--- config.mk ---
export PLATFORM = sky130hd
export DESIGN_NAME = load_result_flat
export DESIGN_NICKNAME = d
export VERILOG_FILES = /design/src/verilog/mem_stage_pkg.sv /design/src/verilog/mem_stage_ifs.sv /design/src/verilog/load_result.sv /design/src/flat_wrapper.sv
export SDC_FILE = /design/constraint.sdc
export NUM_CORES = 1
export LEC_CHECK = 0
export ABC_AREA = 1
export BUFFER_PORTS_ARGS = -buffer_cell sky130_fd_sc_hd__buf_2
export CORE_ASPECT_RATIO = 1.5
export CORE_UTILIZATION = 30
export DETAILED_ROUTE_END_ITERATION = 10
export RECOVER_POWER = 25
export SLEW_MARGIN = 20
export SYNTH_ARGS = -nofsm -noshare
export SYNTH_HDL_FRONTEND = slang
export SYNTH_SLANG_ARGS = --single-unit
--- constraint.sdc ---
create_clock -name clk -period 1.6 [get_ports clk]
set_input_delay 0.16 -clock clk [delete_from_list [all_inputs] [get_ports clk]]
set_output_delay 0.16 -clock clk [all_outputs]
set_load 0.005 [all_outputs]
--- src/verilog/mem_stage_pkg.sv ---
package mem_stage_pkg;

    typedef logic [31:0] word_t;
    typedef logic [3:0]  byte_en_t;
    typedef logic [2:0]  funct3_t;
    typedef logic [1:0]  result_src_t;
    typedef logic [7:0]  paddr_t;

    // rv32 load and store function codes.
    localparam funct3_t F3_B  = 3'd0;
    localparam funct3_t F3_H  = 3'd1;
    localparam funct3_t F3_W  = 3'd2;
    localparam funct3_t F3_BU = 3'd4;
    localparam funct3_t F3_HU = 3'd5;

    // result select, 3 gives zero.
    localparam result_src_t RES_ADDR = 2'd0;
    localparam result_src_t RES_MEM  = 2'd1;
    localparam result_src_t RES_LINK = 2'd2;

    // apb register map.
    localparam paddr_t REG_ADDR   = 8'h00;
    localparam paddr_t REG_WDATA  = 8'h04;
    localparam paddr_t REG_CMD    = 8'h08;
    localparam paddr_t REG_RESULT = 8'h0C;
    localparam paddr_t REG_STATUS = 8'h10;

    // data memory depth in words.
    localparam int MEM_WORDS = 256;
    localparam int MEM_AW    = 8;

endpackage

--- src/verilog/mem_stage_ifs.sv ---


// execute to result.
interface mem_rsp_if;
    logic                          valid;
    mem_stage_pkg::word_t          rdata;
    mem_stage_pkg::word_t          addr;
    mem_stage_pkg::funct3_t        funct3;
    mem_stage_pkg::result_src_t    result_src;

    modport src (output valid, rdata, addr, funct3, result_src);
    modport dst (input valid, rdata, addr, funct3, result_src);
endinterface

--- src/verilog/load_result.sv ---
`timescale 1ns/1ns

module load_result (
    input  logic                    clk,
    input  logic                    rst_n,
    mem_rsp_if.dst                  rsp,
    output logic                    result_valid,
    output mem_stage_pkg::word_t    result
);

    mem_stage_pkg::word_t lane_data;
    mem_stage_pkg::word_t ext_data;
    mem_stage_pkg::word_t sel_data;

    // addressed byte or halfword moved down to bit 0.
    assign lane_data = rsp.rdata >> {rsp.addr[1:0], 3'b000};

    always_comb
    begin
        case (rsp.funct3)
            mem_stage_pkg::F3_B:  ext_data = {{24{lane_data[7]}}, lane_data[7:0]};
            mem_stage_pkg::F3_H:  ext_data = {{16{lane_data[15]}}, lane_data[15:0]};
            mem_stage_pkg::F3_W:  ext_data = rsp.rdata;
            mem_stage_pkg::F3_BU: ext_data = {24'b0, lane_data[7:0]};
            mem_stage_pkg::F3_HU: ext_data = {16'b0, lane_data[15:0]};
            default:              ext_data = '0;
        endcase
    end

    always_comb
    begin
        case (rsp.result_src)
            mem_stage_pkg::RES_MEM:  sel_data = ext_data;
            mem_stage_pkg::RES_ADDR: sel_data = rsp.addr;
            mem_stage_pkg::RES_LINK: sel_data = rsp.addr + 32'd4;
            default:                 sel_data = '0;
        endcase
    end

    always_ff @(posedge clk)
    begin
        if (!rst_n)
            result_valid <= 1'b0;
        else
            result_valid <= rsp.valid;
    end

    always_ff @(posedge clk)
    begin
        if (rsp.valid)
            result <= sel_data;
    end

endmodule

--- src/flat_wrapper.sv ---
// flat-port wrapper written by rule: the top's interface ports become plain ports
module load_result_flat 
  (clk, rst_n, result_valid, result, rsp_valid, rsp_rdata, rsp_addr, rsp_funct3, rsp_result_src);
  mem_rsp_if rsp_i ();
  input  logic clk;
  input  logic rst_n;
  output logic result_valid;
  output mem_stage_pkg::word_t result;
  input wire logic [$bits(rsp_i.valid)-1:0] rsp_valid;
  input wire logic [$bits(rsp_i.rdata)-1:0] rsp_rdata;
  input wire logic [$bits(rsp_i.addr)-1:0] rsp_addr;
  input wire logic [$bits(rsp_i.funct3)-1:0] rsp_funct3;
  input wire logic [$bits(rsp_i.result_src)-1:0] rsp_result_src;
  assign rsp_i.valid = rsp_valid;
  assign rsp_i.rdata = rsp_rdata;
  assign rsp_i.addr = rsp_addr;
  assign rsp_i.funct3 = rsp_funct3;
  assign rsp_i.result_src = rsp_result_src;
  load_result u_core (.clk(clk), .rst_n(rst_n), .rsp(rsp_i), .result_valid(result_valid), .result(result));
endmodule
==> out/metrics.yaml <==
worst_hold_startpoint: "rst_n"
switchingPower_mw: 0.853
drc: 0
pwr-share-seq_pct: 39.2
max_stage_delay_ns: 0.35
clockBufferDepth: 2
drtIter0Drc: 242
crit_required_ns: 1.60
core_mm2: 0.0106
cts_sinks: 33
stdcell_count: 778
initial_core_util_pct: 31.0
wirelength_mm: 11.6
relSlewSlack_pct: 39.3
max_freq_mhz: 715
synth_compound_gate_area_share_pct: 10.8
rows: 46
area_growth_pct: 24.5
yosys_warnings: 0
cp.arrival_ns: 1.40
vias_per_cell: 4.92
crit_type: "input port to flip-flop"
crit_path_start_kind: "input port"
status: "complete, no violations"
yosysUniqueCellTypes: 37
fin_crit_sh_pct: 87.4
synthSimpleGateAreaFrac_pct: 46.9
die_area_mm2: 0.0114
cts_tree: "built"
rsz0062_at_grt: "no"
cts_root_buf: "clkbuf_16"
synth-seq-cells: 33
gp_congestion: 0.901
synth_top_family_by_area: "simple AND/OR/NAND/NOR gates"
synth_area_leaders: "edfxtp_1 29%, nand2_1 21%, nand3_1 9.9%, inv_1 7.3%, nor2_1 6.7%"
ctsResizeCount: 0
worst_path_most_repeated_cell: "nand2_1"
port_buffers: 104
grt.overflow.total: 0
syn-cell-area_mm2: 0.00330
worstPathCellList: "buf_2 -> buf_4 -> nand2_1 -> o211ai_1 -> nand2_1 -> a21boi_0 -> o21ai_0"
grtUsageTotal_pct: 21.0
power_density_mw_per_mm2: 661
wl_per_cell_um: 14.9
final-hold-violation-count: 0
power_frac_comb_pct: 25.2
antenna_left: 0
p_leak_nw: 2.07
grt_max_degree: 34
swShare_pct: 31.4
cts.clk_slew.worst_paths_ns: 0.06
tightestPinTransition_ns: 0.910
ys_seq_area_share_pct: 29.7
grt_pass1_wl_mm: 17.8
nFillCells: 1179
vias: 3824
cts_buffers: 5
final_layout_size_suffix_gt1_share_pct: 25.1
io_pins: 105
synth_top_area_share_pct: 29.1
fin_nets: 706
grt_pass1_vias: 3529
vdd_drop_max_uv: 389
timing.hold.ws_ns: 0.0645
cp-startpoint: "rsp_addr[0]"
dp_hpwl_mm: 9.34
worst-path-buf-inv: 2
synthXorXnorAreaFrac_pct: 0.265
p_int_mw: 1.86
avgSynthCellArea_um2: 6.25
synth_top_cell_by_area: "edfxtp_1"
cts_setup_buffers: 0
hp-class: "input port to flip-flop"
synthMuxAreaShare_pct: 0
min_period_ns: 1.40
syn-num-nets: 601
htree_levels: 2
slowest_stage: "a21boi_0"
die_w_um: 87.6
multi_input_area_mm2: 0.00193
dr.pass1.iters: 5
seqCellArea_um2: 981
antenna_found_initial: 0
setup_viol: 0
cp_max_fo: 31
cts.hold.buffers_added: 0
critical-path-top-delay-family: "compound AO/OA/AOI/OAI gates"
antenna_cells: 0
crit_path_end_kind: "flip-flop"
placed_cells: 770
netlist_instances: 528
yosys.area_share.adder_pct: 0.379
die_height_um: 130
maxSlewViolCount: 0
clockPowerShare_pct: 35.6
fin_tns_setup_ns: 0
maxCapViolations: 0
## state kept, by name, indices dropped and copies added, names as in the netlist
name                 count
u_core.result           32
u_core.result_valid      1
## layout by cell type (no fill, tap or decap), types with 3 or more instances in the layout
master,synthesis,final
nand3_1,65,65
buf_4,3,11
nand3b_1,3,3
inv_2,5,5
nand2_2,7,7
edfxtp_1,32,32
o21ai_0,24,24
buf_2,10,104
clkbuf_16,0,5
inv_1,64,64
o211ai_1,12,12
nor2_1,59,59
a21boi_0,5,5
nor2_2,5,5
nor2_4,10,10
o21ai_1,10,10
nand2_1,183,183
## layout make-up
class | count | area share (%)
inverters | 71 | 6.61
clock inverters | 3 | 0.426
well taps | 144 | 4.38
repair buffers | 116 | 14.8
multi-input cells | 406 | 46.9
clock buffers | 5 | 3.05
flip-flops and latches | 33 | 23.9
## final timing paths
check / to / slack (ns) / depth (start not counted)
max: u_core.result[4]$_DFFE_PP_ / 0.20 / 7
min: u_core.result_valid$_SDFF_PN0_ / 0.06 / 3
## Yosys cell counts
cell type,count
a21boi_0,5
a21o_1,1
a21oi_1,2
a22oi_1,1
and2_1,2
buf_1,1
buf_2,10
buf_4,3
buf_6,4
dfxtp_1,1
edfxtp_1,32
ha_1,1
inv_1,64
inv_2,5
inv_4,2
nand2_1,183
nand2_2,7
nand2_4,1
nand3_1,65
nand3_2,2
nand3b_1,3
nand4_1,2
nor2_1,59
nor2_2,5
nor2_4,10
nor2_8,1
nor3_1,1
o211ai_1,12
o21ai_0,24
o21ai_1,10
o21bai_1,2
o22ai_1,2
o31ai_1,1
or2_0,1
or2_2,1
or2_4,1
xor2_1,1
## per-layer routing
layer	routed length, µm	GRT usage (%)
met3	677	2.64
met2	6330	39.9
met1	4220	22.7
met4	388	9.64
met5	0	0
## per-stage QoR
step	utilization (%)	power, mW	setup WS, ns	instance area (µm²)
final	38.6	2.72	0.201	4110
after global routing	38.6	2.85	0.153	4110
after CTS	38.7	2.74	0.194	4120
after detailed placement	37.4	1.77	-0.108	3980
after global placement	37.4	1.77	-0.118	3980
after floorplan	-	1.43	0.337	3300
## power groups by stage
stage	logic (mW)	clock network, mW	registers [mW]
after floorplan	0.340	0	1.09
after global placement	0.683	0	1.08
final	0.684	0.967	1.07
after global routing	0.762	1.01	1.07
after detailed placement	0.685	0	1.08
after CTS	0.689	0.989	1.07
## logic make-up after synthesis
group | Yosys count
AND/OR/NAND/NOR | 344
XOR/XNOR | 1
AO/OA/AOI/OAI | 60
flip-flops | 33
adder cells (fa/ha/maj) | 1
buffers and inverters | 89
(Power assumes the default switching activity.)
