[src/verilog/mem_stage_pkg.sv]
package mem_stage_pkg;

    typedef logic [31:0] word_t;
    typedef logic [3:0]  byte_en_t;
    typedef logic [2:0]  funct3_t;
    typedef logic [1:0]  result_src_t;
    typedef logic [7:0]  paddr_t;

    // rv32 load and store function codes.
    localparam funct3_t F3_B  = 3'd0;
    localparam funct3_t F3_H  = 3'd1;
    localparam funct3_t F3_W  = 3'd2;
    localparam funct3_t F3_BU = 3'd4;
    localparam funct3_t F3_HU = 3'd5;

    // result select, 3 gives zero.
    localparam result_src_t RES_ADDR = 2'd0;
    localparam result_src_t RES_MEM  = 2'd1;
    localparam result_src_t RES_LINK = 2'd2;

    // apb register map.
    localparam paddr_t REG_ADDR   = 8'h00;
    localparam paddr_t REG_WDATA  = 8'h04;
    localparam paddr_t REG_CMD    = 8'h08;
    localparam paddr_t REG_RESULT = 8'h0C;
    localparam paddr_t REG_STATUS = 8'h10;

    // data memory depth in words.
    localparam int MEM_WORDS = 256;
    localparam int MEM_AW    = 8;

endpackage

[src/verilog/mem_stage_ifs.sv]
`timescale 1ns/1ns

// decode to execute.
interface mem_req_if;
    logic                                valid;
    logic [mem_stage_pkg::MEM_AW-1:0]    word_index;
    mem_stage_pkg::word_t                wdata;
    mem_stage_pkg::byte_en_t             byte_en;
    logic                                store;
    logic [1:0]                          byte_offset;
    mem_stage_pkg::funct3_t              funct3;
    mem_stage_pkg::result_src_t          result_src;

    modport src (output valid, word_index, wdata, byte_en, store, byte_offset,
                 funct3, result_src);
    modport dst (input valid, word_index, wdata, byte_en, store, byte_offset,
                 funct3, result_src);
endinterface


[src/verilog/access_decode.sv]
`timescale 1ns/1ns

module access_decode (
    input  logic                          clk,
    input  logic                          rst_n,
    input  logic                          launch,
    input  mem_stage_pkg::word_t          cmd_addr,
    input  mem_stage_pkg::word_t          cmd_wdata,
    input  mem_stage_pkg::funct3_t        cmd_funct3,
    input  logic                          cmd_store,
    input  mem_stage_pkg::result_src_t    cmd_result_src,
    mem_req_if.src                        req,
    output logic                          fault
);

    logic [1:0]               offset;
    logic                     misaligned;
    mem_stage_pkg::byte_en_t  lane_mask;

    assign offset = cmd_addr[1:0];

    // size is in the low two bits for signed and unsigned codes alike.
    always_comb
    begin
        misaligned = 1'b0;
        case (cmd_funct3[1:0])
            2'b00:
            begin
                lane_mask = mem_stage_pkg::byte_en_t'(4'b0001 << offset);
            end
            2'b01:
            begin
                lane_mask  = mem_stage_pkg::byte_en_t'(4'b0011 << offset);
                misaligned = offset[0];
            end
            default:
            begin
                lane_mask  = 4'b1111;
                misaligned = (offset != 2'b00);
            end
        endcase
    end

    always_ff @(posedge clk)
    begin
        if (!rst_n)
        begin
            req.valid <= 1'b0;
            fault     <= 1'b0;
        end
        else
        begin
            req.valid <= launch && !misaligned;
            fault     <= launch && misaligned;
        end
    end

    // payload, qualified by valid.
    always_ff @(posedge clk)
    begin
        if (launch)
        begin
            req.word_index  <= cmd_addr[mem_stage_pkg::MEM_AW+1:2];
            req.byte_offset <= offset;
            req.wdata       <= cmd_wdata << {offset, 3'b000};
            req.byte_en     <= cmd_store ? lane_mask : 4'b0000;
            req.store       <= cmd_store;
            req.funct3      <= cmd_funct3;
            req.result_src  <= cmd_result_src;
        end
    end

endmodule

[src/flat_wrapper.sv]
// flat-port wrapper written by rule: the top's interface ports become plain ports
module access_decode_flat 
  (clk, rst_n, launch, cmd_addr, cmd_wdata, cmd_funct3, cmd_store, cmd_result_src, fault, req_valid, req_word_index, req_wdata, req_byte_en, req_store, req_byte_offset, req_funct3, req_result_src);
  mem_req_if req_i ();
  input  logic clk;
  input  logic rst_n;
  input  logic launch;
  input  mem_stage_pkg::word_t cmd_addr;
  input  mem_stage_pkg::word_t cmd_wdata;
  input  mem_stage_pkg::funct3_t cmd_funct3;
  input  logic cmd_store;
  input  mem_stage_pkg::result_src_t cmd_result_src;
  output logic fault;
  output wire logic [$bits(req_i.valid)-1:0] req_valid;
  output wire logic [$bits(req_i.word_index)-1:0] req_word_index;
  output wire logic [$bits(req_i.wdata)-1:0] req_wdata;
  output wire logic [$bits(req_i.byte_en)-1:0] req_byte_en;
  output wire logic [$bits(req_i.store)-1:0] req_store;
  output wire logic [$bits(req_i.byte_offset)-1:0] req_byte_offset;
  output wire logic [$bits(req_i.funct3)-1:0] req_funct3;
  output wire logic [$bits(req_i.result_src)-1:0] req_result_src;
  assign req_valid = req_i.valid;
  assign req_word_index = req_i.word_index;
  assign req_wdata = req_i.wdata;
  assign req_byte_en = req_i.byte_en;
  assign req_store = req_i.store;
  assign req_byte_offset = req_i.byte_offset;
  assign req_funct3 = req_i.funct3;
  assign req_result_src = req_i.result_src;
  access_decode u_core (.clk(clk), .rst_n(rst_n), .launch(launch), .cmd_addr(cmd_addr), .cmd_wdata(cmd_wdata), .cmd_funct3(cmd_funct3), .cmd_store(cmd_store), .cmd_result_src(cmd_result_src), .req(req_i), .fault(fault));
endmodule
[config.mk]
export PLATFORM = sky130hd
export DESIGN_NAME = access_decode_flat
export DESIGN_NICKNAME = d
export VERILOG_FILES = /design/src/verilog/mem_stage_pkg.sv /design/src/verilog/mem_stage_ifs.sv /design/src/verilog/access_decode.sv /design/src/flat_wrapper.sv
export SDC_FILE = /design/constraint.sdc
export NUM_CORES = 1
export LEC_CHECK = 0
export BUFFER_PORTS_ARGS = -buffer_cell sky130_fd_sc_hd__buf_2
export CORE_MARGIN = 4
export CORE_UTILIZATION = 39
export CTS_CLUSTER_SIZE = 40
export DETAILED_ROUTE_END_ITERATION = 6
export PLACE_DENSITY_LB_ADDON = 0.3
export SLEW_MARGIN = 20
export SYNTH_ARGS = -nofsm -noshare
export SYNTH_HDL_FRONTEND = slang
export SYNTH_SLANG_ARGS = --single-unit
[constraint.sdc]
create_clock -name clk -period 1.2 [get_ports clk]
set_input_delay 0.24 -clock clk [delete_from_list [all_inputs] [get_ports clk]]
set_output_delay 0.24 -clock clk [all_outputs]
set_load 0.05 [all_outputs]
==> metrics <==
DR DRC count 0; maximum VDD drop 0.0007822 V; crit path kind flop to primary output; Final setup viols 0; WL/cell 14.73 um; FP Rows 27; Critical Path Max Stage Delay 0.34 ns; Placed Cells 313; CP Data Arrival Time 0.91 ns; routed wire length 4.715 mm; TNS Setup 0 ns; fmax 0.8682 GHz; GP Congestion 0.7709; Post-Layout Cell Count 320; Syn Area/Cell 16.77 sq um; synth warn 0; fin area 3018 sq um; vias in the first global route 1528; Leak Pwr 1.341 nW; Hold Crit Class input port to flop; Pwr Density 1495 nW/um^2; multi-input logic area 573.1 sq um; placed inst area 2913 sq um; critical path's slowest cell edfxtp_1; initial antenna violation count 0; RSZ-0062 raised after global routing false; Syn Nets 206; clock buffer count from CTS 5; routed vias 1511; fillers 507; Slew Viols, Final 0; largest net degree at the start of global routing 41; Initial Utilization 40.27%; total gr overflow 0; Routed Antenna Nets 0; Yosys top cell by area edfxtp_1; htree depth 2; I/O pin total 127; CP cell instances buf_2; CP required 0.96 ns; Die Ht 83.63 um; commonest non-fill, non-tap cell in the layout buf_2; Tcrit/Tclk final 95.98%; initial drt markers 78; GRT Resource Usage Total 13.11%; share of layout cells above drive strength 1 50.00%; max cap viols 0; post-CTS setup repair buffer count 0; post-synth top area share 69.99%; relative slew slack 77.15%; clk buf depth 2; die area 6994 sq um; CTS sink count 54; Worst Path Buf+Inv 1; Total Power 4.512 mW; sequential cell area 1602 sq um; Final Hold Fails 0; Pre-antenna DRT Iters 4; sequential area share after synthesis 71.79%; first-pass GRT wire length 7.307 mm; CTS tree built; crit path time final 1.152 ns; hpwl dp 3.631 mm; crit path launch type flop; Syn Std Cell Area 2231 sq um; Synth Instances 133; Area Overhead vs Synth 35.28%; Final nets 321; Worst-Margin Slew 0.3420 ns; DIE WIDTH 83.63 um; CP top delay family flip-flops; antenna cells 0; top post-synthesis cells by area edfxtp_1 70%, mux2i_1 14%, o2bb2ai_1 2.7%; Vias/cell 4.722; IO Port Bufs 104; crit path max fanout 1; synth unique cells 22; most frequent cells in the layout 103 x buf_2, 52 x edfxtp_1, 32 x mux2i_1; floorplan core area 5540 sq um; Yosys reg bits 54; Worst Setup End Kind primary output; CTS root buf clkbuf_8; status complete, no violations; CTS clk-pin slew, worst paths 0.09 ns
[metal layers]
| layer | part of all wire [%] | vias up | GRT usage, % | wire length, um |
|---|---|---|---|---|
| li1 | - | 736 | - | - |
| met2 | 45 | 79 | 21.04 | 2129 |
| met1 | 41 | 686 | 15.67 | 1947 |
| met3 | 12 | 10 | 5.627 | 550 |
| met4 | 1.8 | 0 | 4.825 | 87 |
| met5 | 0 | - | 0 | 0 |
[power by group]
part           total (mW)  internal, mW  switching, mW
registers            2.28          2.24         0.0327
clock network        1.16         0.604          0.553
logic                1.08         0.286          0.793
total                4.51          3.13           1.38
[path summary, 6_finish.rpt]
kind	slack, ns	endpoint	cells past startpoint	startpoint
max	0.05	req_wdata[8]	1	u_core.req.wdata[8]
min	0.11	u_core.req.word_index[0]	1	cmd_addr[2]
[logic make-up after synthesis]
family / Yosys count / share of synthesized area [%]
flops: 54 / 71.79
mux: 32 / 14.36
simple gates: 23 / 5.496
compound gates: 16 / 5.833
buf+inv: 8 / 2.524
[cells in the mapped netlist]
| library cell | n |
|---|---|
| buf_6 | 1 |
| buf_2 | 3 |
| o21ai_1 | 1 |
| nor3_1 | 1 |
| and2_1 | 7 |
| nor3b_1 | 1 |
| and3b_1 | 1 |
| o2bb2ai_1 | 7 |
| dfxtp_1 | 2 |
| nand2_1 | 1 |
| o31a_1 | 1 |
| nor2_2 | 1 |
| o21a_1 | 4 |
| mux2i_1 | 32 |
| buf_4 | 4 |
| nor2_1 | 9 |
| nor2b_1 | 1 |
| o21ba_2 | 1 |
| o21ba_1 | 1 |
| nand3b_1 | 1 |
| edfxtp_1 | 52 |
| a21oi_1 | 1 |
[per-stage QoR]
| stage | hold slack (ns) | utilization [%] | setup slack, ns |
|---|---|---|---|
| after global placement | 0.4172 | 52.57 | -0.03321 |
| after floorplan | 0.3389 | - | 0.08245 |
| final | 0.1120 | 54.47 | 0.04819 |
| after CTS | 0.1021 | 54.43 | 0.03211 |
| after detailed placement | 0.4184 | 52.57 | -0.06652 |
| after global routing | 0.09776 | 54.47 | 0.006931 |
[layout make-up]
type,instances,area share [%]
clock buffer,5,2.280
clock inverter,2,1.119
multi-input combinational,71,18.99
sequential,54,53.07
tap,72,2.985
timing repair buffer,116,21.56
[flip-flops by register name, indices dropped and copies added, names as in the netlist]
name                    cells
u_core.fault                1
u_core.req.byte_en          4
u_core.req.byte_offset      2
u_core.req.funct3           3
u_core.req.result_src       2
u_core.req.store            1
u_core.req.valid            1
u_core.req.wdata           32
u_core.req.word_index       8
[what timing repair did]
action                                  4_1_cts  5_1_grt
hold buffers                                  0        0
endpoints found under the setup margin        0        1
resized for setup                             0        1
endpoints found under the hold margin         0        0
(Power assumes the default switching activity.)
