--- config.mk ---
export PLATFORM = sky130hd
export DESIGN_NAME = apb_cmd_port
export DESIGN_NICKNAME = d
export VERILOG_FILES = /design/src/verilog/mem_stage_pkg.sv /design/src/verilog/apb_cmd_port.sv
export SDC_FILE = /design/constraint.sdc
export NUM_CORES = 1
export LEC_CHECK = 0
export ABC_AREA = 1
export ABC_CLOCK_PERIOD_IN_PS = 2450
export BUFFER_PORTS_ARGS = -buffer_cell sky130_fd_sc_hd__clkbuf_2
export CAP_MARGIN = 10
export CORE_UTILIZATION = 50
export CTS_CLUSTER_DIAMETER = 100
export DETAILED_ROUTE_END_ITERATION = 12
export PLACE_DENSITY_LB_ADDON = 0.15
export SYNTH_ARGS = -nofsm -noshare
export SYNTH_HDL_FRONTEND = slang
export SYNTH_SLANG_ARGS = --single-unit
--- constraint.sdc ---
create_clock -name clk -period 2.45 [get_ports clk]
set_clock_uncertainty 0.2 [all_clocks]
set_input_delay 0.1225 -clock clk [delete_from_list [all_inputs] [get_ports clk]]
set_output_delay 0.1225 -clock clk [all_outputs]
set_load 0.02 [all_outputs]
--- src/verilog/mem_stage_pkg.sv ---
package mem_stage_pkg;

    typedef logic [31:0] word_t;
    typedef logic [3:0]  byte_en_t;
    typedef logic [2:0]  funct3_t;
    typedef logic [1:0]  result_src_t;
    typedef logic [7:0]  paddr_t;

    // rv32 load and store function codes.
    localparam funct3_t F3_B  = 3'd0;
    localparam funct3_t F3_H  = 3'd1;
    localparam funct3_t F3_W  = 3'd2;
    localparam funct3_t F3_BU = 3'd4;
    localparam funct3_t F3_HU = 3'd5;

    // result select, 3 gives zero.
    localparam result_src_t RES_ADDR = 2'd0;
    localparam result_src_t RES_MEM  = 2'd1;
    localparam result_src_t RES_LINK = 2'd2;

    // apb register map.
    localparam paddr_t REG_ADDR   = 8'h00;
    localparam paddr_t REG_WDATA  = 8'h04;
    localparam paddr_t REG_CMD    = 8'h08;
    localparam paddr_t REG_RESULT = 8'h0C;
    localparam paddr_t REG_STATUS = 8'h10;

    // data memory depth in words.
    localparam int MEM_WORDS = 256;
    localparam int MEM_AW    = 8;

endpackage

--- src/verilog/apb_cmd_port.sv ---
`timescale 1ns/1ns

module apb_cmd_port (
    input  logic                          clk,
    input  logic                          rst_n,
    input  logic                          psel,
    input  logic                          penable,
    input  logic                          pwrite,
    input  mem_stage_pkg::paddr_t         paddr,
    input  mem_stage_pkg::word_t          pwdata,
    input  logic                          fault,
    input  logic                          result_valid,
    input  mem_stage_pkg::word_t          result,
    output mem_stage_pkg::word_t          prdata,
    output logic                          pready,
    output logic                          pslverr,
    output logic                          launch,
    output mem_stage_pkg::word_t          cmd_addr,
    output mem_stage_pkg::word_t          cmd_wdata,
    output mem_stage_pkg::funct3_t        cmd_funct3,
    output logic                          cmd_store,
    output mem_stage_pkg::result_src_t    cmd_result_src
);

    logic                    access;
    logic                    wr;
    logic                    mapped;
    logic                    cmd_legal;
    logic                    cmd_ok;
    logic [1:0]              in_flight;
    logic                    fault_q;
    mem_stage_pkg::word_t    result_q;
    mem_stage_pkg::funct3_t  wr_funct3;

    assign pready = 1'b1;
    assign access = psel && penable;
    assign wr     = access && pwrite;

    // cmd layout: [2:0] funct3, [3] store, [5:4] result select.
    assign wr_funct3 = pwdata[2:0];
    always_comb
    begin
        cmd_legal = (wr_funct3 == mem_stage_pkg::F3_B) ||
                    (wr_funct3 == mem_stage_pkg::F3_H) ||
                    (wr_funct3 == mem_stage_pkg::F3_W);
        // unsigned codes are loads only.
        if (!pwdata[3])
        begin
            cmd_legal = cmd_legal || (wr_funct3 == mem_stage_pkg::F3_BU) ||
                        (wr_funct3 == mem_stage_pkg::F3_HU);
        end
    end

    assign cmd_ok = wr && (paddr == mem_stage_pkg::REG_CMD) && cmd_legal;

    always_comb
    begin
        mapped = 1'b1;
        prdata = '0;
        case (paddr)
            mem_stage_pkg::REG_ADDR:   prdata = cmd_addr;
            mem_stage_pkg::REG_WDATA:  prdata = cmd_wdata;
            mem_stage_pkg::REG_CMD:    prdata = {26'b0, cmd_result_src, cmd_store, cmd_funct3};
            mem_stage_pkg::REG_RESULT: prdata = result_q;
            mem_stage_pkg::REG_STATUS: prdata = {30'b0, fault_q, in_flight != 2'd0};
            default:                   mapped = 1'b0;
        endcase
    end

    assign pslverr = access && (!mapped ||
                     (pwrite && paddr == mem_stage_pkg::REG_RESULT) ||
                     (pwrite && paddr == mem_stage_pkg::REG_CMD && !cmd_legal));

    always_ff @(posedge clk)
    begin
        if (!rst_n)
        begin
            cmd_addr       <= '0;
            cmd_wdata      <= '0;
            cmd_funct3     <= '0;
            cmd_store      <= 1'b0;
            cmd_result_src <= '0;
            launch         <= 1'b0;
            in_flight      <= '0;
            fault_q        <= 1'b0;
            result_q       <= '0;
        end
        else
        begin
            launch <= cmd_ok;
            if (wr && paddr == mem_stage_pkg::REG_ADDR)
                cmd_addr <= pwdata;
            if (wr && paddr == mem_stage_pkg::REG_WDATA)
                cmd_wdata <= pwdata;
            if (cmd_ok)
            begin
                cmd_funct3     <= wr_funct3;
                cmd_store      <= pwdata[3];
                cmd_result_src <= pwdata[5:4];
            end
            // a fault and a completion can land in the same cycle.
            in_flight <= in_flight + {1'b0, cmd_ok} - {1'b0, fault} - {1'b0, result_valid};
            if (fault)
                fault_q <= 1'b1;
            else if (wr && paddr == mem_stage_pkg::REG_STATUS && pwdata[1])
                fault_q <= 1'b0;
            if (result_valid)
                result_q <= result;
        end
    end

endmodule

==> impl_metrics.json <==
{
  "cp.buffers_inverters": 4,
  "route.detailed.drc": 0,
  "grt_usage": 0.2868,
  "clock-sinks": 106,
  "critPathMaxFanout": 4,
  "fillers": 872,
  "setup_tns_ns": 0,
  "crit_arrival_ns": 2.35,
  "power_frac_comb": 0.117,
  "clkTransAtPathRegs_ns": 0.10,
  "finalCriticalPeriod_ns": 2.267,
  "portBuffers": 182,
  "clockRootBuffer": "clkbuf_8",
  "p_sw_frac": 0.2607,
  "cts_made_buffers": 9,
  "endpoint_kind": "flip-flop",
  "p_per_area_nw_per_um2": 466.2,
  "hold_path_class": "in2reg",
  "synth_top_area_cell": "dfxtp_1",
  "clk-insertion-delay-late_ns": 0.35,
  "ir_drop_v": 0.0002562,
  "tightest_slew_ns": 0.7880,
  "grt_first_pass_wirelength_um": 23670,
  "cts_tree": "done",
  "die-width_um": 102.0,
  "drive_gt1_frac": 0.2211,
  "dieArea_um2": 10410,
  "grt_max_degree": 73,
  "internal_power_w": 0.002349,
  "fin_area_um2": 6814,
  "clock.fmax_ghz": 0.4411,
  "die_h_um": 102.0,
  "drt-initial-drc-count": 193,
  "cp_cell_sequence": "dlygate4sd3_1, clkbuf_2, inv_1, nand2_1, nand2_1, nand3_1, inv_1, fa_1, ha_1, xor2_1, or2_2, a21oi_1",
  "switching_power_w": 0.0008284,
  "critPathRequiredTime_ns": 2.54,
  "report.final.slew_viol_count": 0,
  "syn_to_final_growth_pct": 36.18,
  "critPathMaxStageDelay_ns": 0.53,
  "initial_core_util": 0.5143,
  "grt_antenna_before_repair": 0,
  "synthCells": 783,
  "p_leak_nw": 3.426,
  "yosysTopAreaCellShare": 0.4241,
  "status": "finished, final reports clean",
  "crit_family": "buffers and inverters",
  "seq_area_um2": 2122,
  "place.gp.congestion": 0.8665,
  "startpoint_type": "primary input",
  "ys_seq_area_frac": 0.4241,
  "final_hold_viol_count": 0,
  "p_clk_frac": 0.320,
  "cap_violations": 0,
  "num_rows": 36,
  "wl_um": 15100,
  "dp_hpwl_um": 9731,
  "clock_path_buffers": 2,
  "wl_per_cell_um": 13.17,
  "ys_seq_elements": 106,
  "cts-htree-levels": 3,
  "synth_area_um2": 5004,
  "power_frac_seq": 0.563,
  "syn_nets": 864,
  "vias": 5667,
  "setup_viol": 0,
  "firstDrtPassIters": 5,
  "nNetsFinal": 1089,
  "worst-setup-path-type": "in2reg",
  "n_antenna_cell": 0,
  "yosysWarnings": 0,
  "syn_avg_cell_area_um2": 6.390,
  "finalCritPeriodShare": 0.9253,
  "core-area_um2": 9729,
  "rsz0062_at_grt": "false",
  "synth_area_leaders": "dfxtp_1, nand2_1, nor2_1, nand3_1, inv_1",
  "grt_pass1_vias": 5159,
  "placed_cell_area_um2": 5984,
  "maxSlewHeadroom": 0.4747,
  "detail-route-antenna-nets": 0,
  "cpMaxStageDelayCell": "dlygate4sd3_1",
  "vias_per_cell": 4.945,
  "multi_input_area_um2": 2415,
  "gr-total-overflow": 0,
  "pin_count": 184,
  "yosysUniqueCellTypes": 24
}
-- cell usage after synthesis --
| cell | number |
|---|---|
| a21oi_1 | 34 |
| buf_1 | 9 |
| buf_2 | 12 |
| buf_4 | 3 |
| buf_6 | 6 |
| clkbuf_1 | 20 |
| conb_1 | 1 |
| dfxtp_1 | 106 |
| fa_1 | 1 |
| ha_1 | 1 |
| inv_1 | 57 |
| inv_2 | 1 |
| nand2_1 | 224 |
| nand2_2 | 1 |
| nand3_1 | 75 |
| nand3_2 | 1 |
| nand4_1 | 11 |
| nor2_1 | 182 |
| nor2_2 | 1 |
| nor2_4 | 1 |
| nor3_4 | 1 |
| o21ai_0 | 33 |
| or2_2 | 1 |
| xor2_1 | 1 |
-- cell type report --
cell class                      count  share of cell area
Multi-Input combinational cell    569              0.3544
Sequential cell                   106              0.3114
Timing Repair Buffer              264              0.2516
Inverter                           58             0.03195
Tap cell                          133             0.02442
Clock buffer                       11             0.02075
Clock inverter                      5            0.005509
-- worst min-delay path, delay by kind of cell --
kind | cells | cell delay, ns
AND/OR/NAND/NOR | 6 | 0.32
buffers and inverters | 1 | 0.10
-- worst paths after layout --
kind	end	startpoint	slack (ns)	cells past startpoint
max	in_flight[1]	pwdata[3]	0.18	12
min	cmd_funct3[1]	paddr[3]	0.02	7
max reg2reg	in_flight[1]	in_flight[0]	1.10	4
min reg2reg	fault_q	fault_q	0.29	2
-- timing repair --
| item | in CTS | in global routing |
|---|---|---|
| endpoints found under the setup margin | 0 | 1 |
| hold buffers | 65 | 0 |
| endpoints found under the hold margin | 103 | 0 |
| setup buffers | 0 | 0 |
| gates resized for setup | 0 | 1 |
-- cell usage in the layout, fill, tap and decap left out --
cell type,netlist,final
ha_1,1,1
fa_1,1,1
or2_2,1,1
clkbuf_2,0,181
nand2_2,1,1
nor3_4,1,1
nor2_2,1,2
inv_1,57,56
nor2_4,1,2
clkinv_2,0,1
nand2_1,224,224
clkinvlp_4,0,2
dfxtp_1,106,106
xor2_1,1,1
buf_4,3,15
conb_1,1,1
nand3_1,75,75
o21ai_0,33,33
nor2_1,182,180
nand3_2,1,1
buf_2,12,1
inv_6,0,2
buf_12,0,2
nand4_1,11,11
clkbuf_1,20,1
a21oi_1,34,34
clkbuf_8,0,10
dlygate4sd3_1,0,65
inv_2,1,2
-- flip-flops by register name (all words and copies together), names as in the netlist, 2 cells and up --
name            cells
cmd_addr           32
cmd_funct3          3
cmd_wdata          32
in_flight           2
cmd_result_src      2
result_q           32
-- layer usage --
metal / up-vias / track usage / routed length, um
met5: - / 0 / 0
met4: 0 / 0.1000 / 247
met3: 23 / 0.04378 / 839
met2: 183 / 0.5101 / 7457
met1: 2579 / 0.3516 / 6552
li1: 2882 / - / -
-- metrics by stage --
stage                     setup WS [ns]  total power [W]  hold slack (ns)    util  cells
after floorplan                  0.2684         0.001990          0.05740       -    783
after global placement           0.2399         0.002100           0.1454  0.6151   1065
after detailed placement         0.1443         0.002112           0.1528  0.6151   1065
after CTS                        0.1553         0.003197         0.003654  0.7004   1146
after global routing            0.03221         0.003330          0.04431  0.7004   1146
final                            0.1831         0.003177          0.02353  0.7004   1146
-- power groups by stage --
stage,logic (W),registers (W),clock network [W]
after global placement,0.000276,0.00182,0
final,0.000373,0.00179,0.00102
after global routing,0.000415,0.00179,0.00112
after CTS,0.000368,0.00179,0.00104
after detailed placement,0.000286,0.00183,0
after floorplan,0.000169,0.00182,0
-- cell families (layout without fill, tap and decap cells) --
family          after synthesis  after routing  share of synthesized area
fa+ha+maj                     2              2                   0.006501
xor+xnor                      1              1                   0.001751
other cells                   1              1                  0.0007495
flops                       106            106                     0.4241
compound gates               67             67                    0.06702
buf+inv                     108            338                    0.09527
simple gates                498            498                     0.4046
Power figures use the tool's default switching activity.
